`src/verilog/i2c_arbiter.sv`:
```
//**********************************************************
// requester 0 wins the first tie after reset
// requests must stay stable until their done pulse
//**********************************************************
`timescale 1ns/100ps
module i2c_arbiter (
	input  logic       sys_clk,
	input  logic       sys_rst_n,
	input  logic       req_0,
	input  logic       rw_0,
	input  logic [6:0] dev_0,
	input  logic [7:0] reg_0,
	input  logic [7:0] wdata_0,
	output logic       done_0,
	input  logic       req_1,
	input  logic       rw_1,
	input  logic [6:0] dev_1,
	input  logic [7:0] reg_1,
	input  logic [7:0] wdata_1,
	output logic       done_1,
	output logic       m_start,
	output logic       m_rw,
	output logic [6:0] m_dev,
	output logic [7:0] m_reg,
	output logic [7:0] m_wdata,
	input  logic       m_busy,
	input  logic       m_done
);
	logic gnt_0;
	logic gnt_1;
	logic last_1;
	logic launch;
	logic pick_1;

	// on a tie, serve whoever did not go last
	assign pick_1 = req_1 & (~req_0 | ~last_1);

	always_ff @(posedge sys_clk or negedge sys_rst_n) begin
		if (!sys_rst_n) begin
			gnt_0   <= 1'b0;
			gnt_1   <= 1'b0;
			last_1  <= 1'b1;
			launch  <= 1'b0;
			m_start <= 1'b0;
		end else begin
			launch  <= 1'b0;
			m_start <= launch;
			if (!gnt_0 && !gnt_1) begin
				if (!m_busy && (req_0 || req_1)) begin
					gnt_0  <= ~pick_1;
					gnt_1  <= pick_1;
					launch <= 1'b1;
				end
			end else if (m_done) begin
				gnt_0  <= 1'b0;
				gnt_1  <= 1'b0;
				last_1 <= gnt_1;
			end
		end
	end

	assign m_rw    = gnt_1 ? rw_1 : rw_0;
	assign m_dev   = gnt_1 ? dev_1 : dev_0;
	assign m_reg   = gnt_1 ? reg_1 : reg_0;
	assign m_wdata = gnt_1 ? wdata_1 : wdata_0;

	assign done_0 = m_done & gnt_0;
	assign done_1 = m_done & gnt_1;

endmodule

```
`config.mk`:
```
export PLATFORM = sky130hd
export DESIGN_NAME = i2c_arbiter
export DESIGN_NICKNAME = d
export VERILOG_FILES = /design/src/verilog/i2c_arbiter.sv
export SDC_FILE = /design/constraint.sdc
export NUM_CORES = 1
export LEC_CHECK = 0
export BUFFER_PORTS_ARGS = -buffer_cell sky130_fd_sc_hd__buf_2
export CORE_MARGIN = 2
export CORE_UTILIZATION = 30
export DETAILED_ROUTE_END_ITERATION = 7
export PLACE_DENSITY = 0.78
export SLEW_MARGIN = 30
export SYNTH_ARGS = -nofsm -noshare
export SYNTH_HDL_FRONTEND = slang
export SYNTH_SLANG_ARGS = --single-unit
```
`constraint.sdc`:
```
create_clock -name sys_clk -period 1.7 [get_ports sys_clk]
set_clock_uncertainty 0.1 [all_clocks]
set_input_delay 0.34 -clock sys_clk [delete_from_list [all_inputs] [get_ports sys_clk]]
set_output_delay 0.34 -clock sys_clk [all_outputs]
set_load 0.01 [all_outputs]
```
==> flow_summary.json <==
{
  "status": "finished, violations left",
  "violations": "setup timing",
  "maxCapViolCount": 0,
  "critPathKind": "reg2out",
  "critical_path.slowest_cell": "dfrtp_2",
  "p_leak_nw": 0.678,
  "drive_gt1_share_pct": 89.1,
  "setup_viol": 20,
  "clock_latency_ns": 0.25,
  "synth_cells": 43,
  "finalCritPeriodShare_pct": 101,
  "grt_max_degree": 14,
  "ys_warn_count": 0,
  "grt_pass1_vias": 750,
  "dpl-instance-area_um2": 1020,
  "timing.fmax_mhz": 580,
  "row_count": 16,
  "cp_max_fo": 13,
  "vias": 693,
  "seq_area_frac_synth_pct": 21.1,
  "cp-start-kind": "register",
  "viasPerCell": 4.47,
  "grt_pass1_wl_um": 3310,
  "gr-usage-all-layers_pct": 17.9,
  "post-route-min-period_ns": 1.72,
  "grt_setup_unrepaired": "true",
  "worst_ep_arrival_time_ns": 1.28,
  "slowest_delay_ns": 0.43,
  "htree_levels": 1,
  "peakVddDrop_v": 0.000545,
  "place_hpwl_um": 1530,
  "syn_avg_cell_area_um2": 13.9,
  "antenna_found_initial": 0,
  "routed_wl_um": 2130,
  "cp.required_ns": 1.26,
  "core_um2": 1920,
  "final-hold-violation-count": 0,
  "n_antenna_cell": 0,
  "wl_per_cell_um": 13.7,
  "globalRoute.totalOverflow": 0,
  "endpoint_kind": "primary output",
  "drc": 0,
  "synth_cell_types": 14,
  "syn_nets": 97,
  "place.gp.congestion": 0.593,
  "cts_buffers": 3,
  "p_per_area_nw_per_um2": 860,
  "clk_pin_slew_ns": 0.05,
  "detailedRoute.firstIterationViolations": 3,
  "finalWorstSetupSlack_ns": -0.0236,
  "crit_chain": "buf_12 -> mux2_4 -> buf_6",
  "ant_nets": 0,
  "critPathLaunch": "gnt_1",
  "syn_to_final_growth_pct": 105,
  "nets": 183,
  "initial_core_util_pct": 31.2,
  "ys_ff_latch": 5,
  "cts_tree": "yes",
  "drv_slew": 0,
  "synth_area_um2": 599,
  "power_mw": 1.05,
  "clockBufferDepth": 2,
  "pin_count": 81,
  "rr_startpoint": "gnt_1",
  "min_from": "req_1",
  "tightest_slew_ns": 0.182,
  "die_area_um2": 2370,
  "clockRootBuffer": "clkbuf_4",
  "clock-sinks": 5,
  "numPlacedInstances": 149,
  "firstDrtPassIters": 3,
  "die_h_um": 48.7,
  "die_w_um": 48.7,
  "fin_area_um2": 1230,
  "hold_path_class": "in2reg",
  "slew_headroom_pct": 87.8,
  "portBuffers": 80,
  "finalNonFillerCells": 155
}
## power breakdown
group | leakage (nW) | switching, mW | internal, mW
combinational | 0.602 | 0.258 | 0.467
clock | 0.0150 | 0.0533 | 0.0890
sequential | 0.0612 | 0.0270 | 0.161
## placed cells by master, fill, tap and decap left out
cell and n:
buf_2 56, buf_6 24, mux2_4 21, mux2_2 3
clkbuf_4 3, dfrtp_1 3, nand2_1 2, inv_1 2
a32o_1 2, buf_12 2, and2_4 1, nor3_4 1
o21a_1 1, a21o_1 1, nand2b_1 1, clkbuf_1 1
dfrtp_2 1, dlygate4sd3_1 1, dfstp_2 1, buf_4 1
## synth_stat cells (all sizes together)
| master | n | area [µm²] |
|---|---|---|
| a21o | 1 | 7.51 |
| a32o | 2 | 20.0 |
| and2 | 1 | 7.51 |
| buf | 3 | 51.3 |
| dfrtp | 4 | 100 |
| dfstp | 1 | 26.3 |
| inv | 2 | 7.51 |
| mux2 | 24 | 342 |
| nand2 | 2 | 7.51 |
| nand2b | 1 | 6.26 |
| nor3 | 1 | 16.3 |
| o21a | 1 | 7.51 |
## through the flow
stage	hold WS (ns)	utilization, %	setup TNS, ns	setup slack, ns
2_1_floorplan	-0.0556	-	0	0.316
3_3_place_gp	0.0594	53.2	0	0.209
3_5_place_dp	0.0618	53.2	0	0.188
4_1_cts	0.233	63.3	-0.897	-0.0622
5_1_grt	0.246	63.8	-0.732	-0.0443
6_report	0.232	63.8	-0.134	-0.0236
## worst max-delay path: cells and delay by family (launching register included)
family | cells | cell delay [ns]
DFF | 1 | 0.43
muxes | 1 | 0.31
buffers and inverters | 2 | 0.29
## registers in the layout, summed over array words and instances (netlist names)
register and count:
gnt_0 1, gnt_1 1, last_1 1, launch 1, m_start 1
## path summary, 6_finish.rpt
path	end	slack [ns]	cells after the start
worst max-delay path	m_reg[5]	-0.02	3
max in group asynchronous	last_1	0.94	2
min in group asynchronous	gnt_1	0.35	2
worst min register to register	m_start	0.24	0
worst min-delay path	launch	0.23	2
worst max register to register	gnt_1	0.39	4
## kinds of logic after synthesis
kind of cell    after synthesis  synth area share, %
mux                          24                 57.0
simple gates                  5                 6.27
flops                         5                 21.1
buf+inv                       5                 9.81
compound gates                4                 5.85
## what timing repair did
action,4_1_cts,5_1_grt
resized for setup,25,3
setup buffers,1,0
cloned,0,0
hold buffers,1,0
endpoints found under the setup margin,24,25
hold endpoints to repair,5,0
## per-layer routing
layer,part of all wire [%],vias up,global-route usage (%),routed length [µm]
met5,0,-,0,0
met2,58,45,37.4,1230
met1,32,318,16.3,689
met4,1.5,0,7.14,31
met3,8.6,4,3.40,184
li1,-,326,-,-
## layout make-up
class / instances / area, µm²
multi-input combinational: 33 / 423
clock buffer: 4 / 26.3
timing repair buffer: 84 / 608
inverter: 2 / 7.51
fill: 174 / 696
tap: 27 / 33.8
sequential: 5 / 128
(Power assumes the default switching activity.)
