**src/verilog/i2c_pkg.sv**
```systemverilog
//**********************************************************
// default timing assumes a 50 MHz system clock
// 100 kHz SCL and 115200 baud UART at that clock
//**********************************************************
package i2c_pkg;

	// ADC on the shared bus
	localparam logic [6:0] ADC_DEV_ADDR = 7'h54;
	localparam logic [7:0] ADC_REG_ADDR = 8'h00;

	// first reply byte sent back to the host
	localparam logic [7:0] STATUS_ACK  = 8'h00;
	localparam logic [7:0] STATUS_NACK = 8'h01;

	// system clocks per quarter SCL period
	localparam int I2C_SCL_DIV_DEF = 125;

	// about ten ADC reads per second
	localparam int POLL_CYCLES_DEF = 5_000_000;

	// one UART bit time
	localparam int UART_CLKS_PER_BIT_DEF = 434;

endpackage

```
**src/verilog/adc_poller.sv**
```systemverilog
//**********************************************************
// a read that ends in nack keeps the previous sample
//**********************************************************
`timescale 1ns/100ps
module adc_poller #(
	parameter int POLL_CYCLES = i2c_pkg::POLL_CYCLES_DEF
) (
	input  logic       sys_clk,
	input  logic       sys_rst_n,
	output logic       req,
	input  logic       done,
	input  logic [7:0] rdata,
	input  logic       nack,
	output logic [7:0] sample
);
	localparam int CNT_W = $clog2(POLL_CYCLES + 1);

	logic [CNT_W-1:0] poll_cnt;
	logic             poll_due;

	assign poll_due = (poll_cnt == CNT_W'(POLL_CYCLES - 1));

	// free-running, keeps counting while a read waits for the bus
	always_ff @(posedge sys_clk or negedge sys_rst_n) begin
		if (!sys_rst_n) begin
			poll_cnt <= '0;
		end else if (poll_due) begin
			poll_cnt <= '0;
		end else begin
			poll_cnt <= poll_cnt + 1'b1;
		end
	end

	always_ff @(posedge sys_clk or negedge sys_rst_n) begin
		if (!sys_rst_n) begin
			req    <= 1'b0;
			sample <= '0;
		end else if (done) begin
			req <= 1'b0;
			if (!nack) begin
				sample <= rdata;
			end
		end else if (poll_due) begin
			req <= 1'b1;
		end
	end

endmodule

```
**config.mk**
```make
export PLATFORM = sky130hd
export DESIGN_NAME = adc_poller
export DESIGN_NICKNAME = d
export VERILOG_FILES = /design/src/verilog/i2c_pkg.sv /design/src/verilog/adc_poller.sv
export SDC_FILE = /design/constraint.sdc
export NUM_CORES = 1
export LEC_CHECK = 0
export BUFFER_PORTS_ARGS = -buffer_cell sky130_fd_sc_hd__buf_2
export CAP_MARGIN = 20
export CELL_PAD_IN_SITES_DETAIL_PLACEMENT = 0
export CELL_PAD_IN_SITES_GLOBAL_PLACEMENT = 2
export CORE_ASPECT_RATIO = 1.4
export CORE_UTILIZATION = 35
export CTS_BUF_LIST = sky130_fd_sc_hd__clkbuf_8
export CTS_CLUSTER_SIZE = 12
export DETAILED_ROUTE_END_ITERATION = 7
export MAX_ROUTING_LAYER = met4
export PLACE_DENSITY_LB_ADDON = 0.05
export SLEW_MARGIN = 0
export SYNTH_ARGS = -nofsm -noshare
export SYNTH_HDL_FRONTEND = slang
export SYNTH_SLANG_ARGS = --single-unit
export TNS_END_PERCENT = 100
```
**constraint.sdc**
```tcl
create_clock -name sys_clk -period 2.1 [get_ports sys_clk]
set_clock_uncertainty 0.15 [all_clocks]
set_input_delay 0.42 -clock sys_clk [delete_from_list [all_inputs] [get_ports sys_clk]]
set_output_delay 0.42 -clock sys_clk [all_outputs]
set_load 0.01 [all_outputs]
```
==> run summary <==
The row count is 27. The highest-delay cell along the critical path is sky130_fd_sc_hd__or4b_1. STA classifies the critical path startpoint as a register. The data arrival time of the worst path came out at 2.26 ns. Each instance of the synthesized netlist takes up on average 11.3 um^2. The transition time of the tightest slew-check pin is 0.721 ns. In this run, CTS created clock tree buffers numbering 5. The initial cell density of the core came out at 37.3%. Of the total power, registers draw 49.7%. The net count of the finished layout came out at 190. Across the run, the number of max-cap violations was 0. The synthesized netlist net count is 144. For this design the total switching power over the nets is 0.275 mW. Net switching is 21.1% of the power. The clock tree synthesis step divided the H-tree into 2 levels.

Of the total synthesized cell area, the portion taken by XOR and XNOR cells is 9.43%. The per-cell routed wire length is 14.3 um. The hold-fix buffer count after cts came out at 0. The part of the power in the clock network is 43.8%.

Along the worst path, the maximum fanout reaches 9. Dividing the final minimum period by the clock period gives 104%. The worst-case headroom to the max-slew limit is 51.9%. The number of remaining DRC errors came out at 8.

The area fraction in and, or, nand and nor cells after synthesis came out at 23.6%. Summing the sequential cell areas from Yosys gives 53.9% of the chip area. Counting along the longest clock path gives a buffer depth of 2. The worst setup timing slack at the placement stage is -0.101 ns. The critical path goes through or4b_1, or4_4, nor4_4, buf_6, o21ba_2. In this run, synthesis produced a sequential element count of 32. The first TritonRoute pass finished after 6 iterations. The via density per instance is 5.19. The post-synthesis share of cell area spent on full adders, half adders and majority gates came out at 0.842%. The hold slack is 0.0398 ns.

Setup repair after global routing could not meet its margin everywhere. The count of final hold-check violations came to 0. Relative to the synthesized area, the layout overhead comes to 27.9%. The ratio of total power to cell area is 686 nW/um^2. The clock sink total came out at 32. The compound-cell area share of the yosys netlist is 3.37%. The upper clock frequency limit came out at 0.459 GHz. After clock tree synthesis, the clock-pin slew on the worst setup and hold paths is 0.06 ns.

The cell area after synthesis came out at 1490 um^2. The initial DRC count came out at 24. The final weighted congestion in routability-driven placement came out at 0.765. The total number of yosys warnings came out at 0.

The number of antenna violations at the first check in global routing came to 0. The worst setup path is captured at a register. Setup violations remaining at the end of the flow were counted as 11. The area of the core came out at 3990 um^2. The combinational family with the most area after synthesis is simple AND/OR/NAND/NOR gates.

After layout, the worst setup slack is -0.0794 ns. The leakage power figure came out at 0.872 nW. For this block, the via count after detailed routing is 1,147.

The clock reaches the later pin of the worst-skew pair after 0.28 ns. The number of global-route vias before repair came to 1,113. The checks that failed: design-rule violations, negative setup slack. The maximum resistive drop on vdd is 0.420 mV. The overall fraction of global-route tracks in use came out at 16.0%. The post-route netlist has 38.2% of its cells at a drive strength greater than 1. The multiplexer area fraction after synthesis is 6.82%.

Overall power consumption after layout is estimated at 1.30 mW. The root buffer cell chosen for the clock tree is sky130_fd_sc_hd__clkbuf_8. The TritonCTS clock tree is built. The biggest area contributor in the post-synthesis netlist is sky130_fd_sc_hd__dfrtp_1.

The HPWL after detailed placement came out at 2370 um. The antenna diode count came out at 0. The share of total power in combinational logic came out at 6.5%. The horizontal extent of the die is 57.1 um. The cell count after synthesis came out at 131. The flow ran to the end, but the final reports show violations. The wire length after detailed routing came out at 3170 um.

Entering global routing, the biggest net connects 33 pins. The count of input and output buffers came out at 20. The count of distinct cell types in the synthesized netlist came out at 30. The type of the worst setup path is reg -> reg. The global route total overflow is 0.

The shortest clock period the worst path allows after layout is 2.18 ns. The floorplan step defined a die boundary enclosing 4520 um^2. The first global-routing pass estimated 5130 um of wire. The top-level port count came out at 21. Data on the critical path is required at its endpoint by 2.18 ns.

Summed over its instances, the top area cell type makes up 53.9% of the synthesized netlist area. The min-delay analysis places its worst path in the category in -> async. The final max-slew violation count is 0. The internal power is 1.03 mW. Once detail routing completed, the nets flagged for antenna violations numbered 0. Ranked by total cell area, the synthesized netlist is headed by sky130_fd_sc_hd__dfrtp_1 (54%), sky130_fd_sc_hd__mux2_2 (6.8%), sky130_fd_sc_hd__xnor2_1 (5.9%). The filler cells instantiated in the layout total 398. The die is 79.1 um tall. The critical path's largest stage delay is 0.51 ns.
==> layer usage <==
metal	routed length, um	up-vias	GRT usage, %
li1	-	561	-
met1	1310	553	17.1
met2	1650	25	27.2
met3	124	8	3.91
met4	82	0	8.29
met5	0	-	-
==> area by class of cell <==
type	instances	area (um^2)	share of cell area (%)
flip-flops and latches	32	801	42.1
clock buffers	5	68.8	3.62
inverters	2	7.51	0.395
clock inverters	3	38.8	2.04
repair buffers	43	277	14.5
well taps	43	53.8	2.83
multi-input cells	93	654	34.4
==> worst max-delay path: cells and delay by family (launching register included) <==
kind            cells  cell delay, ns
flops               1            0.38
simple gates        3            1.28
buf+inv             1            0.19
compound gates      1            0.12
==> final timing paths <==
check                                       start                     to  slack [ns]  depth (start not counted)
setup / recovery           poll_cnt[12]$_DFF_PN0_        req$_DFFE_PN0P_       -0.08                          5
hold / removal                          sys_rst_n  sample[0]$_DFFE_PN0P_        0.04                          1
setup reg to reg           poll_cnt[12]$_DFF_PN0_        req$_DFFE_PN0P_       -0.08                          5
hold reg to reg                   req$_DFFE_PN0P_        req$_DFFE_PN0P_        0.35                          1
max in group asynchronous               sys_rst_n  poll_cnt[9]$_DFF_PN0_        1.30                          1
min in group sys_clk                     rdata[5]  sample[5]$_DFFE_PN0P_        0.21                          2
==> logic make-up after synthesis <==
group	count (synthesis)
AOI/OAI and AO/OA	9
adders and majority gates	1
DFF	32
muxes	9
xor gates and xnor gates	16
and+or+nand+nor	58
buffers and inverters	6
==> power groups by stage <==
stage | Clock [mW] | Sequential, mW | Combinational, mW
3_3_place_gp | 0 | 0.659 | 0.0853
3_5_place_dp | 0 | 0.661 | 0.0861
2_1_floorplan | 0 | 0.673 | 0.0255
5_1_grt | 0.616 | 0.652 | 0.0934
4_1_cts | 0.588 | 0.649 | 0.0861
6_report | 0.571 | 0.648 | 0.0843
==> synth_stat cells <==
library cell and instances:
sky130_fd_sc_hd__a21oi_1 4, sky130_fd_sc_hd__and2b_2 1, sky130_fd_sc_hd__and3_1 1, sky130_fd_sc_hd__and4_1 2, sky130_fd_sc_hd__buf_6 1, sky130_fd_sc_hd__clkbuf_1 2, sky130_fd_sc_hd__clkbuf_2 1, sky130_fd_sc_hd__dfrtp_1 32
sky130_fd_sc_hd__ha_1 1, sky130_fd_sc_hd__inv_1 2, sky130_fd_sc_hd__mux2_2 9, sky130_fd_sc_hd__nand2_1 7, sky130_fd_sc_hd__nand3_1 9, sky130_fd_sc_hd__nand4_1 9, sky130_fd_sc_hd__nor2_1 7, sky130_fd_sc_hd__nor2b_1 1
sky130_fd_sc_hd__nor3_1 4, sky130_fd_sc_hd__nor4_1 5, sky130_fd_sc_hd__nor4_4 1, sky130_fd_sc_hd__o21ai_0 4, sky130_fd_sc_hd__o21ba_2 1, sky130_fd_sc_hd__or2_2 3, sky130_fd_sc_hd__or3_1 3, sky130_fd_sc_hd__or4_1 1
sky130_fd_sc_hd__or4_2 1, sky130_fd_sc_hd__or4_4 1, sky130_fd_sc_hd__or4b_1 1, sky130_fd_sc_hd__or4b_2 1, sky130_fd_sc_hd__xnor2_1 10, sky130_fd_sc_hd__xor2_1 6
==> cell usage in the layout (no fill, tap or decap), types with 5 or more instances in the layout <==
cell type                  synthesis  final
sky130_fd_sc_hd__xnor2_1          10     10
sky130_fd_sc_hd__buf_2             0     20
sky130_fd_sc_hd__nand4_1           9      9
sky130_fd_sc_hd__buf_4             0     22
sky130_fd_sc_hd__nor4_1            5      5
sky130_fd_sc_hd__clkbuf_8          0      5
sky130_fd_sc_hd__xor2_1            6      6
sky130_fd_sc_hd__nand2_1           7      7
sky130_fd_sc_hd__dfrtp_1          32     32
sky130_fd_sc_hd__nor2_1            7      7
sky130_fd_sc_hd__nand3_1           9      9
sky130_fd_sc_hd__mux2_2            9      9
==> flip-flops by register name, summed over array words and instances, names as in the netlist <==
| register | cells |
|---|---|
| poll_cnt | 23 |
| sample | 8 |
| req | 1 |
==> per-stage QoR <==
stage	area [um^2]	utilization, %	TNS [ns]	cells
final	1900	47.7	-0.639	221
after floorplan	1490	-	0	131
after global routing	1900	47.7	-1.20	221
after CTS	1890	47.5	-0.751	220
after global placement	1780	44.7	-0.706	212
after detailed placement	1780	44.7	-0.883	212
==> what timing repair did <==
item / CTS / global route
hold endpoints to repair: 0 / 0
setup buffers: 0 / 1
endpoints found under the setup margin: 11 / 12
gates resized for setup: 1 / 0
No activity file was read; power rests on OpenSTA's default activity.
