### config.mk
export PLATFORM = sky130hd
export DESIGN_NAME = uart_bridge
export DESIGN_NICKNAME = d
export VERILOG_FILES = /design/src/verilog/i2c_pkg.sv /design/src/verilog/uart_bridge.sv
export SDC_FILE = /design/constraint.sdc
export NUM_CORES = 1
export LEC_CHECK = 0
export BUFFER_PORTS_ARGS = -buffer_cell sky130_fd_sc_hd__buf_2
export CAP_MARGIN = 10
export CORE_MARGIN = 8
export CORE_UTILIZATION = 55
export CTS_CLUSTER_DIAMETER = 150
export CTS_CLUSTER_SIZE = 8
export DETAILED_ROUTE_END_ITERATION = 10
export PLACE_DENSITY = 0.75
export SLEW_MARGIN = 30
export SYNTH_ARGS = -nofsm -noshare
export SYNTH_HDL_FRONTEND = slang
export SYNTH_SLANG_ARGS = --single-unit
export TNS_END_PERCENT = 30
### constraint.sdc
create_clock -name sys_clk -period 2.3 [get_ports sys_clk]
set_input_delay 0.115 -clock sys_clk [delete_from_list [all_inputs] [get_ports sys_clk]]
set_output_delay 0.115 -clock sys_clk [all_outputs]
set_load 0.005 [all_outputs]
### src/verilog/i2c_pkg.sv
//**********************************************************
// default timing assumes a 50 MHz system clock
// 100 kHz SCL and 115200 baud UART at that clock
//**********************************************************
package i2c_pkg;

	// ADC on the shared bus
	localparam logic [6:0] ADC_DEV_ADDR = 7'h54;
	localparam logic [7:0] ADC_REG_ADDR = 8'h00;

	// first reply byte sent back to the host
	localparam logic [7:0] STATUS_ACK  = 8'h00;
	localparam logic [7:0] STATUS_NACK = 8'h01;

	// system clocks per quarter SCL period
	localparam int I2C_SCL_DIV_DEF = 125;

	// about ten ADC reads per second
	localparam int POLL_CYCLES_DEF = 5_000_000;

	// one UART bit time
	localparam int UART_CLKS_PER_BIT_DEF = 434;

endpackage

### src/verilog/uart_bridge.sv
//**********************************************************
// 8N1 frames, command is {rw, dev}, reg, wdata
// reply is status then data; bytes during a command are lost
//**********************************************************
`timescale 1ns/100ps
module uart_bridge #(
	parameter int CLKS_PER_BIT = i2c_pkg::UART_CLKS_PER_BIT_DEF
) (
	input  logic       sys_clk,
	input  logic       sys_rst_n,
	input  logic       uart_rx,
	output logic       uart_tx,
	output logic       req,
	output logic       rw,
	output logic [6:0] dev,
	output logic [7:0] reg_addr,
	output logic [7:0] wdata,
	input  logic       done,
	input  logic [7:0] rdata,
	input  logic       nack
);
	import i2c_pkg::*;

	localparam int CNT_W = $clog2(CLKS_PER_BIT + 1);

	localparam logic [1:0] RX_IDLE  = 2'd0;
	localparam logic [1:0] RX_START = 2'd1;
	localparam logic [1:0] RX_DATA  = 2'd2;
	localparam logic [1:0] RX_STOP  = 2'd3;

	logic [1:0]       rx_sync;
	logic [1:0]       rx_state;
	logic [CNT_W-1:0] rx_cnt;
	logic [2:0]       rx_bits;
	logic [7:0]       rx_shift;
	logic             rx_vld;
	logic             half_end;
	logic             bit_end;
	logic             take_byte;
	logic [1:0]       cmd_idx;
	logic             tx_active;
	logic             tx_second;
	logic [3:0]       tx_bits;
	logic [CNT_W-1:0] tx_cnt;
	logic [9:0]       tx_shift;
	logic [7:0]       reply;

	assign half_end  = (rx_cnt == CNT_W'(CLKS_PER_BIT / 2 - 1));
	assign bit_end   = (rx_cnt == CNT_W'(CLKS_PER_BIT - 1));
	assign take_byte = rx_vld & ~req & ~tx_active;
	assign uart_tx   = tx_shift[0];

	// receiver, samples each bit in its middle
	always_ff @(posedge sys_clk or negedge sys_rst_n) begin
		if (!sys_rst_n) begin
			rx_sync  <= 2'b11;
			rx_state <= RX_IDLE;
			rx_cnt   <= '0;
			rx_bits  <= '0;
			rx_vld   <= 1'b0;
		end else begin
			rx_sync <= {rx_sync[0], uart_rx};
			rx_vld  <= 1'b0;
			rx_cnt  <= rx_cnt + 1'b1;
			case (rx_state)
			RX_IDLE: begin
				rx_cnt <= '0;
				if (!rx_sync[1]) begin
					rx_state <= RX_START;
				end
			end
			RX_START: if (half_end) begin
				rx_cnt   <= '0;
				rx_bits  <= '0;
				rx_state <= rx_sync[1] ? RX_IDLE : RX_DATA;
			end
			RX_DATA: if (bit_end) begin
				rx_cnt  <= '0;
				rx_bits <= rx_bits + 3'd1;
				if (rx_bits == 3'd7) begin
					rx_state <= RX_STOP;
				end
			end
			default: if (bit_end) begin
				rx_vld   <= rx_sync[1];
				rx_state <= RX_IDLE;
			end
			endcase
		end
	end

	// lsb arrives first
	always_ff @(posedge sys_clk) begin
		if (rx_state == RX_DATA && bit_end) begin
			rx_shift <= {rx_sync[1], rx_shift[7:1]};
		end
	end

	always_ff @(posedge sys_clk) begin
		if (take_byte) begin
			case (cmd_idx)
			2'd0:    {rw, dev} <= rx_shift;
			2'd1:    reg_addr <= rx_shift;
			default: wdata <= rx_shift;
			endcase
		end
		if (done && !tx_active) begin
			reply <= rw ? rdata : wdata;
		end
	end

	// command sequencing and the two-byte reply
	always_ff @(posedge sys_clk or negedge sys_rst_n) begin
		if (!sys_rst_n) begin
			req       <= 1'b0;
			cmd_idx   <= '0;
			tx_active <= 1'b0;
			tx_second <= 1'b0;
			tx_bits   <= '0;
			tx_cnt    <= '0;
			tx_shift  <= '1;
		end else begin
			if (take_byte) begin
				cmd_idx <= (cmd_idx == 2'd2) ? 2'd0 : cmd_idx + 2'd1;
				if (cmd_idx == 2'd2) begin
					req <= 1'b1;
				end
			end
			if (tx_active) begin
				if (tx_cnt == CNT_W'(CLKS_PER_BIT - 1)) begin
					tx_cnt <= '0;
					if (tx_bits != 4'd9) begin
						tx_shift <= {1'b1, tx_shift[9:1]};
						tx_bits  <= tx_bits + 4'd1;
					end else if (tx_second) begin
						tx_shift  <= {1'b1, reply, 1'b0};
						tx_bits   <= '0;
						tx_second <= 1'b0;
					end else begin
						tx_active <= 1'b0;
					end
				end else begin
					tx_cnt <= tx_cnt + 1'b1;
				end
			end else if (done) begin
				req       <= 1'b0;
				tx_active <= 1'b1;
				tx_second <= 1'b1;
				tx_bits   <= '0;
				tx_cnt    <= '0;
				tx_shift  <= {1'b1, nack ? STATUS_NACK : STATUS_ACK, 1'b0};
			end
		end
	end

endmodule
==> key figures <==
Placement
  – Dpl hpwl: 4600 microns
  – Final Wtd Congestion: 0.863
  – Placed cell count: 391
  – # port buffers: 38

Cells and area
  – Area added between synthesis and finish: 15.0%
  – Inserted Diodes: 0
  – Ratio of cells with drive above 1 in the final layout: 0.277
  – Multi-input gate area: 1170 sq um
  – Register area: 2320 sq um
  – Core Util, Final: 0.652
  – Layout Nets: 349
  – Layout fillers: 476
  – Non-Filler Instances: 409

Logic synthesis
  – Synth area leader: edfxtp_1
  – Main flop type after synthesis: edfxtp_1
  – Register area share after synthesis: 0.647
  – Post-Syn Area: 3580 sq um
  – Async set-reset flop share out of synthesis: 0.524
  – Synth Register Bits: 84
  – Warning count from the yosys run: 0
  – EDFF count, synth: 40
  – Synth area leaders: edfxtp_1, dfrtp_1, dfstp_2, ha_1, mux2_2
  – Syn Area/Cell: 13.1 sq um
  – Mapped Nets: 296
  – Syn Inst Count: 274
  – Top cell type's share of synthesized area: 0.336
  – Post-synth cell types: 51

CTS
  – Clock Path Buffers: 2
  – Sinks on Clock Net: 84
  – # Post-CTS Setup Buffers: 0
  – CTS H-tree depth: 3
  – Reg clk slew, reported paths: 0.09 ns
  – Inserted Clock Buffers: 9
  – CTS root buffer: clkbuf_8
  – CTS tree: yes
  – Worst-Skew Late Latency: 0.36 ns

Setup path
  – Crit end category: flip-flop
  – WP data required: 2.33 ns
  – Critical Path Start Type: flip-flop
  – Cells along the critical path: nand4b_1, nor4b_4, and2_1
  – Arrival time worst endpoint: 1.91 ns
  – Setup Crit Path Kind: reg2reg
  – CP max-delay cell: nor4b_4
  – Worst Path Max Fanout: 8
  – CP max stage delay: 0.44 ns

Drt
  – Met1 wire length: 2840 microns
  – DR WL/cell: 15.9 microns
  – Routed wire length: 6520 microns
  – DR vias: 2241
  – Post-DRT Antenna Nets: 0
  – Vias per inst: 5.48
  – Highest Signal Layer: met4
  – DRT Pass-1 Iters: 4
  – DRC errors left: 0
  – Met3 WL: 211 microns
  – 1st-iter DRT viols: 94
  – Metal2 WL: 3360 microns

STA
  – Setup-failing EPs final: 0
  – Fin Hold WS: 0.0565 ns
  – Fmax achieved: 532 MHz
  – RSZ-0062 raised after global routing: no
  – Slew HR: 0.649
  – Crit share post-route: 0.818
  – Worst slew pin tran: 0.527 ns
  – Hold Fails Final Rpt: 0
  – Setup tns final: 0 ns
  – Slew Limit Fails: 0
  – Worst Skew: 0.00600 ns
  – Final min period: 1.88 ns

Global route
  – Remaining global-route overflow: 0
  – Pin count of the biggest net entering global routing: 25
  – Initial antenna violation count: 0
  – Total Routing Usage GR: 0.146
  – First-pass GRT wire length: 11200 microns
  – Vias in the first global route: 2332

Status
  – Outcome: completed

Pwr
  – P_leak: 1.76 nW
  – Total power: 0.00264 W
  – Cell Pwr Density: 642 nW/um^2
  – VDD IR max: 0.000562 V

Job
  – Max Cap Viol: 0

Die
  – Die area: 9350 sq um
  – Initial Utilization: 0.567
  – Core area: 6310 sq um
  – I/O pins: 39
  – Die Ht: 96.7 microns
  – # rows: 29
  – Die width: 96.7 microns

Worst hold path
  – Type of the worst min-delay path: in2reg
==> area by class of cell <==
type	instances	share of cell area
sequential	84	0.562
multi-input combinational	168	0.284
timing repair buffer	51	0.0711
clock buffer	9	0.0301
tap	77	0.0234
clock inverter	7	0.0170
inverter	13	0.0119
==> worst paths after layout <==
check                                startpoint                      to  slack (ns)  depth (start not counted)
max reg2reg                 rx_cnt[6]$_DFF_PN0_   rx_shift[7]$_DFFE_PP_        0.42                          3
min reg2reg                rx_sync[0]$_DFF_PN1_    rx_sync[1]$_DFF_PN1_        0.36                          0
max                         rx_cnt[6]$_DFF_PN0_   rx_shift[7]$_DFFE_PP_        0.42                          3
min in group asynchronous             sys_rst_n  tx_bits[1]$_DFFE_PN0P_        0.27                          2
min                                    rdata[1]      reply[1]$_DFFE_PP_        0.06                          2
max in group asynchronous             sys_rst_n    rx_sync[1]$_DFF_PN1_        1.41                          3
==> cell usage after synthesis (all sizes together) (4+ instances only) <==
master	n
xnor2	5
a21oi	10
nor2	22
dfstp	11
a22o	4
inv	12
mux2i	9
a31oi	4
ha	9
mux2	10
buf	5
clkbuf	4
edfxtp	40
o31ai	7
nand2	23
nor3	6
nand3	9
a21o	5
dfrtp	33
o21ai	7
==> stage by stage <==
stage / cell area [sq um] / setup WS [ns]
after floorplan: 3580 / 0.312
final: 4120 / 0.419
after detailed placement: 3900 / 0.422
after global routing: 4120 / 0.283
after CTS: 4120 / 0.413
after global placement: 3900 / 0.516
==> layout by cell type (no fill, tap or decap), types with 3 or more instances in the layout <==
master and count:
edfxtp_1 40, buf_2 38, dfrtp_1 33, nand2_1 23, nor2_1 22, inv_1 12
buf_4 11, dfstp_2 11, mux2_2 10, a21oi_1 10, nand3_1 9, mux2i_1 9
ha_1 9, clkbuf_8 9, o21ai_0 7, o31ai_1 7, nor3_1 5, xnor2_1 5
a21o_1 5, a22o_1 4, a31oi_1 4, xor2_1 3, nor2b_1 3, nand2b_1 3
clkinvlp_4 3
==> routing by layer <==
metal	vias up	track usage
li1	1106	-
met1	1088	0.169
met2	39	0.241
met3	8	0.0441
met4	0	0.0686
met5	-	0
==> critical path: cells and delay by family (launching register included) <==
kind,cells,cell delay (ns)
flops,1,0.43
simple gates,3,1.12
==> sequential cells by signal (all words and copies together) (netlist names) <==
register,count
rx_cnt,9
rx_sync,2
tx_shift,9
reg_addr,8
rx_bits,3
reply,8
tx_cnt,9
tx_active,1
wdata,8
req,1
rx_vld,1
tx_second,1
tx_bits,4
rw,1
cmd_idx,2
rx_state,2
rx_shift,8
dev,7
==> cell families (layout without fill, tap and decap cells) <==
logic type      Yosys count  in the layout  synth area share
simple gates             84             84             0.125
fa+ha+maj                 9              9            0.0315
buf+inv                  22             80            0.0262
xor+xnor                  8              8            0.0196
flops                    84             84             0.647
mux                      19             19            0.0566
compound gates           48             48            0.0937
==> repair_timing <==
item,CTS,global route
hold buffers,2,0
hold endpoints to repair,14,0
resized for setup,0,0
==> where the power goes <==
part | switching [W] | total [W] | internal, W | leakage (nW)
Sequential | 0.00000750 | 0.00159 | 0.00158 | 0.896
Combinational | 0.0000286 | 0.0000516 | 0.0000230 | 0.777
Clock | 0.000584 | 0.00100 | 0.000419 | 0.0887
Note: power is estimated with default switching activity, not from simulation.
