==> src/verilog/disp_pkg.sv <==
//**********************************************************
// segment outputs are active low, bit 0 is segment a
// codes 10 to 15 leave the digit dark
//**********************************************************
package disp_pkg;

	localparam int DIGIT_COUNT = 8;

	// 1 ms per digit at 50 MHz
	localparam int SCAN_CYCLES_DEF = 50_000;

	localparam logic [3:0] CODE_BLANK = 4'hf;

	// pattern order is a..g then dp
	function automatic logic [7:0] seg_pattern(input logic [3:0] code);
		case (code)
		4'd0:    return 8'hc0;
		4'd1:    return 8'hf9;
		4'd2:    return 8'ha4;
		4'd3:    return 8'hb0;
		4'd4:    return 8'h99;
		4'd5:    return 8'h92;
		4'd6:    return 8'h82;
		4'd7:    return 8'hf8;
		4'd8:    return 8'h80;
		4'd9:    return 8'h90;
		default: return 8'hff;
		endcase
	endfunction

endpackage

==> src/verilog/seg_display.sv <==
//**********************************************************
// digit 0 is the ones digit, digits 3 to 7 stay dark
// select lines are active low
//**********************************************************
`timescale 1ns/100ps
module seg_display #(
	parameter int SCAN_CYCLES = disp_pkg::SCAN_CYCLES_DEF
) (
	input  logic                              sys_clk,
	input  logic                              sys_rst_n,
	input  logic [7:0]                        value,
	output logic [7:0]                        seg_number,
	output logic [disp_pkg::DIGIT_COUNT-1:0] seg_choice
);
	import disp_pkg::*;

	localparam int CNT_W = $clog2(SCAN_CYCLES + 1);
	localparam int IDX_W = $clog2(DIGIT_COUNT);

	logic [CNT_W-1:0] scan_cnt;
	logic [IDX_W-1:0] scan_idx;
	logic [IDX_W-1:0] next_idx;
	logic [3:0]       ones;
	logic [3:0]       tens;
	logic [3:0]       hund;
	logic [3:0]       digit_code;

	always_comb begin
		ones = 4'(value % 8'd10);
		tens = 4'(value / 8'd10 % 8'd10);
		hund = 4'(value / 8'd100);
	end

	// leading zeros dark, a zero value still shows one 0
	always_comb begin
		case (scan_idx)
		3'd0:    digit_code = ones;
		3'd1:    digit_code = (value >= 8'd10) ? tens : CODE_BLANK;
		3'd2:    digit_code = (value >= 8'd100) ? hund : CODE_BLANK;
		default: digit_code = CODE_BLANK;
		endcase
	end

	assign seg_number = seg_pattern(digit_code);
	assign next_idx   = (scan_idx == IDX_W'(DIGIT_COUNT - 1)) ? '0 : scan_idx + 1'b1;

	// starts on the last digit so the first step lands on digit 0
	always_ff @(posedge sys_clk or negedge sys_rst_n) begin
		if (!sys_rst_n) begin
			scan_cnt   <= '0;
			scan_idx   <= IDX_W'(DIGIT_COUNT - 1);
			seg_choice <= '1;
		end else if (scan_cnt == CNT_W'(SCAN_CYCLES - 1)) begin
			scan_cnt   <= '0;
			scan_idx   <= next_idx;
			seg_choice <= ~(DIGIT_COUNT'(1) << next_idx);
		end else begin
			scan_cnt <= scan_cnt + 1'b1;
		end
	end

endmodule

==> config.mk <==
export PLATFORM = sky130hd
export DESIGN_NAME = seg_display
export DESIGN_NICKNAME = d
export VERILOG_FILES = /design/src/verilog/disp_pkg.sv /design/src/verilog/seg_display.sv
export SDC_FILE = /design/constraint.sdc
export NUM_CORES = 1
export LEC_CHECK = 0
export ABC_AREA = 1
export BUFFER_PORTS_ARGS = -buffer_cell sky130_fd_sc_hd__buf_2
export CORE_UTILIZATION = 59
export DETAILED_ROUTE_END_ITERATION = 8
export PLACE_DENSITY = 0.79
export SLEW_MARGIN = 0
export SYNTH_ARGS = -nofsm -noshare
export SYNTH_HDL_FRONTEND = slang
export SYNTH_SLANG_ARGS = --single-unit
==> constraint.sdc <==
create_clock -name sys_clk -period 5.1 [get_ports sys_clk]
set_input_delay 1.02 -clock sys_clk [delete_from_list [all_inputs] [get_ports sys_clk]]
set_output_delay 1.02 -clock sys_clk [all_outputs]
set_load 0.03 [all_outputs]
==> results_dict.tcl, run 1 <==
set metrics [dict create \
    cts.sinks 27 \
    grt_overflow 0 \
    syn_inst 336 \
    dp_worst_setup_slack_ns -0.0250 \
    layout_common_cells "nand2_1 (56), inv_1 (53), nor2_1 (28)" \
    worst_pin_slew_ns 0.577 \
    seqPwrFrac_pct 26.7 \
    final_common_cell "nand2_1" \
    wl_per_cell_um 12.3 \
    synth_compound_area_share_pct 13.1 \
    ctsHoldBuffers 0 \
    yosysUniqueCellTypes 38 \
    finalCritPeriodShare_pct 98.6 \
    worst_path_most_repeated_cell "nand2_2" \
    status "completed" \
    p_sw_mw 0.357 \
    clkTransAtPathRegs_ns 0.09 \
    min_from "scan_cnt[15]" \
    fin_worst_skew_ns 0.00188 \
    drv_cap 0 \
    dr_total_vias 2236 \
    p_sw_share_pct 44.4 \
    tns_ns 0 \
    slowest_delay_ns 0.28 \
    worstReg2RegStart "scan_cnt[0]" \
    synth_warnings 0 \
    p_int_mw 0.447 \
    holdPathEnd "scan_cnt[15]" \
    dp_hpwl_mm 3.55 \
    synth.net_count 360 \
    drc 0 \
    cp_data_required_time_ns 4.08 \
    synth-simple-area-share_pct 37.3 \
    reg2reg_to "scan_cnt[14]" \
    holdCritPathClass "reg2reg" \
    syn_area_per_cell_um2 6.94 \
    nFillCells 263 \
    hold_path_depth 1 \
    leakagePower_nw 1.53 \
    die_w_um 64.9 \
    instances_no_fill 421 \
    vias_per_cell 5.31 \
    wl_mm 5.18 \
    synthToLayoutAreaGrowth_pct 25.2 \
    dp_cells 407 \
    synth_top_family_by_area "simple AND/OR/NAND/NOR gates" \
    crit_slowest_cell "ha_4" \
    final_nets 398 \
    grt_usage_pct 23.5 \
    htreeDepth 1 \
    crit_path_end_kind "primary output" \
    design.core.area_um2 3720 \
    initial_core_util_pct 62.8 \
    muxShareOfSynthArea_pct 0 \
    clk_latency_ns 0.27 \
    p_clk_share_pct 15.1 \
    power_frac_comb_pct 58.2 \
    hold_viol_final 0 \
    postRouteAntennaNets 0 \
    fmax_mhz 199 \
    ir_worst_vdd_mv 0.178 \
    grt_first_pass_wirelength_mm 7.87 \
    io_pins 26 \
    clockBufferDepth 2 \
    setup_viol 0 \
    drt-pass1-iter-count 4 \
    cts_buffers 3 \
    synth_adder_area_share_pct 7.51 \
    dieArea_um2 4210 \
    relSlewSlack_pct 61.5 \
    ys_seq_elements 27 \
    antenna_found_initial 0 \
    r2r_setup_slack_ns 3.02 \
    first_iter_violations 139 \
    cp_max_fo 6 \
    rows 22 \
    slew_viol_final 0 \
    drive_gt1_share_pct 33.8 \
    clockRootBuffer "clkbuf_8" \
    power_density_nw_per_um2 275 \
    worst_hold_slack_ns 0.474 \
    fp.dieH_um 64.9 \
    start_kind "primary input" \
    yosys.area_share.xor_xnor_pct 1.13 \
    insertedDiodeCount 0 \
    tritoncts "done" \
    grt_max_degree 28 \
    timing.final.ws_setup_ns 0.0691 \
    arrival_ns 4.01 \
    io_buffers 24 \
    ys_seq_area_share_pct 29.5 \
    gp_congestion 0.851 \
    crit_type "in2out" \
    syn_area_um2 2330 \
    ff2ff_path_depth 8 \
    rsz0062_at_grt "true" \
    period_minus_slack_ns 5.03 \
    grt_pass1_vias 1951 \
]
-- Yosys cell counts --
master	instances	share of area, %
o211ai_1	2	0.64
nand2_2	18	4.8
clkinv_1	1	0.16
and2_1	1	0.27
o22ai_1	2	0.54
o21ai_0	12	2.6
o2111ai_1	1	0.38
nor2_4	1	0.48
a21oi_2	3	1.1
nand3_4	1	0.75
dfrtp_1	16	17
and2_2	1	0.32
nand4_1	4	1.1
buf_4	1	0.32
ha_1	14	7.5
o311ai_0	1	0.38
o21ai_2	3	1.1
nor3_1	6	1.3
inv_4	1	0.27
clkbuf_1	2	0.32
a31oi_1	6	1.6
inv_1	55	8.8
a21oi_1	13	2.8
nand2_4	6	2.9
xor2_1	3	1.1
nor2_1	29	4.7
a221oi_1	1	0.38
o21ai_1	2	0.43
nand3_2	5	2.1
inv_2	8	1.3
conb_1	1	0.16
nand2_1	69	11
nand3b_1	1	0.32
nor4_1	2	0.54
o21bai_2	1	0.48
o21ai_4	1	0.70
dfstp_2	11	12
nand3_1	31	6.6
-- power groups by stage --
stage	logic [mW]	clock network [mW]	registers, mW
5_1_grt	0.506	0.131	0.214
6_report	0.468	0.121	0.214
3_3_place_gp	0.354	0	0.218
4_1_cts	0.366	0.123	0.214
2_1_floorplan	0.283	0	0.218
3_5_place_dp	0.358	0	0.218
-- per-layer routing --
metal	global-route usage [%]	up-vias	routed length [um]
li1	-	1158	-
met1	30.0	1032	2310
met2	41.8	36	2650
met3	1.23	10	124
met4	7.78	0	95
met5	0	-	0
-- flip-flops by register name, summed over array words and instances, names as in the netlist --
register	count
scan_cnt	16
scan_idx	3
seg_choice	8
-- metrics by stage --
stage | power, mW | area [um^2] | utilization, %
after floorplan | 0.502 | 2330 | -
after global placement | 0.572 | 2510 | 67.6
after detailed placement | 0.577 | 2510 | 67.6
after CTS | 0.703 | 2580 | 69.5
after global routing | 0.851 | 2920 | 78.6
final | 0.803 | 2920 | 78.6
-- cell families (layout without fill, tap and decap cells) --
kind of cell               after synthesis  in the layout
AOI/OAI and AO/OA                       48             48
xor gates and xnor gates                 3              3
adders and majority gates               14             14
buffers and inverters                   68            104
DFF                                     27             27
other                                    1              1
and+or+nand+nor                        175            176
-- worst max path at each step --
stage,depth (start not counted),to,slack [ns],start
finish,32,seg_number[3],0.07,value[7]
global route,33,seg_number[3],-0.15,value[5]
CTS,29,seg_number[3],0.002,value[5]
detailed placement,31,seg_number[3],-0.02,value[5]
global placement,30,seg_number[3],0.06,value[6]
floorplan,29,seg_number[3],0.37,value[5]
-- critical path, delay by kind of cell --
kind | cells | cell delay (ns)
compound gates | 5 | 0.61
fa+ha+maj | 1 | 0.28
buf+inv | 5 | 0.40
simple gates | 21 | 1.67
-- layout make-up --
| cell class | count | area, um^2 | area share, % |
|---|---|---|---|
| Clock buffer | 3 | 41.3 | 1.41 |
| Clock inverter | 1 | 6.26 | 0.214 |
| Inverter | 65 | 263 | 8.99 |
| Multi-Input combinational cell | 242 | 1580 | 54.0 |
| Sequential cell | 27 | 689 | 23.6 |
| Tap cell | 48 | 60.1 | 2.06 |
| Timing Repair Buffer | 35 | 283 | 9.68 |
-- what timing repair did --
action                                  CTS  global route
cloned                                    0             1
gates resized for setup                   5            76
pin swaps                                 1            27
endpoints found under the setup margin    2             7
buffers inserted                          0             9
Note: power is estimated with default switching activity, not from simulation.
==> run 2, diff against run 1 <==
SETUP_SLACK_MARGIN = 0.1   (was not set)
==> run 2 against run 1 <==
  * The run now ends with negative setup slack left
  * Final area up 5.2%
  * Global-route usage grew 2.0 points
  * Via count rose by 8.7%
  * Count of clock-buffer cells in the layout did not move
  * Fmax decreased by 3.3%
  * Total power grew 7.3%
  * First-iteration DRC count increased by 21%
  * Final cell count up 3.3%
  * Worst hold slack improved by 0.00094 ns
==> results_dict.tcl, run 2 (synthesized netlist as in run 1, its figures left out) <==
set metrics [dict create \
    status "complete, but fails checks" \
    violations "negative setup slack" \
    die_w_um 64.9 \
    fp.dieH_um 64.9 \
    dr_total_vias 2430 \
    drt-pass1-iter-count 5 \
    htreeDepth 1 \
    drc 0 \
    io_buffers 24 \
    power_density_nw_per_um2 280 \
    dp_hpwl_mm 3.55 \
    insertedDiodeCount 0 \
    leakagePower_nw 1.60 \
    placed_cell_area_um2 2510 \
    ctsHoldBuffers 0 \
    cp_max_fo 6 \
    clk_latency_ns 0.27 \
    period_minus_slack_ns 5.20 \
    arrival_ns 4.18 \
    postRouteAntennaNets 0 \
    finalCritPeriodShare_pct 102 \
    first_iter_violations 168 \
    rows 22 \
    nFillCells 231 \
    worst_hold_slack_ns 0.475 \
    slew_viol_final 0 \
    instances_no_fill 435 \
    ff2ff_path_depth 8 \
    initial_core_util_pct 62.8 \
    antenna_found_initial 0 \
    drv_cap 0 \
    fmax_mhz 192 \
    io_pins 26 \
    largest_register_ffs 16 \
    power_mw 0.862 \
    timing.final.ws_setup_ns -0.103 \
    crit_type "in2out" \
    start_kind "primary input" \
    cp_data_required_time_ns 4.08 \
    clkTransAtPathRegs_ns 0.09 \
    worst_pin_slew_ns 0.586 \
    synthToLayoutAreaGrowth_pct 31.7 \
    relSlewSlack_pct 60.9 \
    hold_path_depth 1 \
    dp_cells 407 \
    cts_buffers 3 \
    clockBufferDepth 2 \
    clockRootBuffer "clkbuf_8" \
    crit_path_end_kind "primary output" \
    ir_worst_vdd_mv 0.186 \
    tritoncts "done" \
    rsz0062_at_grt "true" \
    final_common_cell "nand2_1" \
    grt_first_pass_wirelength_mm 8.49 \
    grt_overflow 0 \
    dp_worst_setup_slack_ns -0.0250 \
    cts.sinks 27 \
    gp_congestion 0.851 \
    largest_register "scan_cnt" \
    grt_usage_pct 25.5 \
    wl_mm 6.23 \
    seqCellArea_um2 689 \
    wl_per_cell_um 14.3 \
    fin_worst_skew_ns 0.00382 \
    setup_viol 6 \
    hold_viol_final 0 \
    dieArea_um2 4210 \
    grt_max_degree 28 \
    design.core.area_um2 3720 \
    multi_input_area_um2 1620 \
    holdCritPathClass "reg2reg" \
    fin_area_um2 3070 \
    reg_top3 "scan_cnt: 16 flops, seg_choice: 8 flops, scan_idx: 3 flops" \
    final_nets 412 \
    vias_per_cell 5.59 \
    layout_common_cells "nand2_1 (53), inv_1 (52), nor2_1 (27)" \
    grt_pass1_vias 2102 \
    drive_gt1_share_pct 38.0 \
]
-- run 2: changes by cell type in the layout (fill, tap and decap cells not counted), sizes merged --
cell	before	now
inv	64	66
clkinvlp	1	0
buf	35	49
clkinv	1	0
-- run 2: area by class of cell --
class | instances | area share (%)
Clock inverter | 1 | 0.204
Clock buffer | 3 | 1.34
Sequential cell | 27 | 22.4
Inverter | 65 | 8.43
Tap cell | 48 | 1.95
Multi-Input combinational cell | 242 | 52.8
Timing Repair Buffer | 49 | 12.9
-- run 2: final timing paths --
check	slack, ns	start	end
hold / removal	0.47	scan_cnt[15]	scan_cnt[15]
hold reg to reg	0.47	scan_cnt[15]	scan_cnt[15]
min in group asynchronous	0.73	sys_rst_n	scan_cnt[10]
setup / recovery	-0.10	value[5]	seg_number[5]
setup reg to reg	3.02	scan_cnt[0]	scan_cnt[14]
max in group asynchronous	4.00	sys_rst_n	scan_idx[2]
-- run 2: power by group --
| group | leakage [nW] | internal, mW | total [mW] | switching, mW |
|---|---|---|---|---|
| Clock | 0.0260 | 0.0558 | 0.121 | 0.0648 |
| Combinational | 1.25 | 0.204 | 0.527 | 0.323 |
| Sequential | 0.323 | 0.214 | 0.214 | 0 |
-- run 2: repair_timing --
action	in CTS	in global routing
pin swaps	20	26
endpoints found under the setup margin	7	7
setup buffers	14	9
gates cloned	0	1
gates resized for setup	36	53
-- run 2: per-stage QoR --
step	util, %	setup TNS (ns)
after floorplan	-	0
final	82.7	-0.403
after global placement	67.6	0
after global routing	82.7	-1.47
after CTS	75.7	0
after detailed placement	67.6	-0.0250
-- run 2: worst max-delay path: stages --
cell      delay (ns)
buf_12          0.12
o21ai_4         0.19
nand2_2         0.11
o211ai_1        0.12
inv_1           0.07
a21oi_2         0.19
nand2_4         0.10
nand2_4         0.09
buf_4           0.13
inv_1           0.09
a21oi_1         0.30
inv_2           0.17
nand2_4         0.15
nand2_4         0.07
nand2_2         0.09
nor2_4          0.05
buf_4           0.14
nand2_2         0.10
nand2_1         0.07
nand2_1         0.07
nand3_1         0.08
nand2_1         0.11
nand2_2         0.12
a21oi_2         0.15
nand2_1         0.08
nand2_2         0.07
buf_6           0.13
-- run 2: metal layers --
metal  up-vias  GRT usage [%]  routed length [um]
met2        77           46.0                3130
met5         -              0                   0
met3        27           1.58                 221
met1      1144           31.1                2620
met4         0           10.6                 260
li1       1182              -                   -
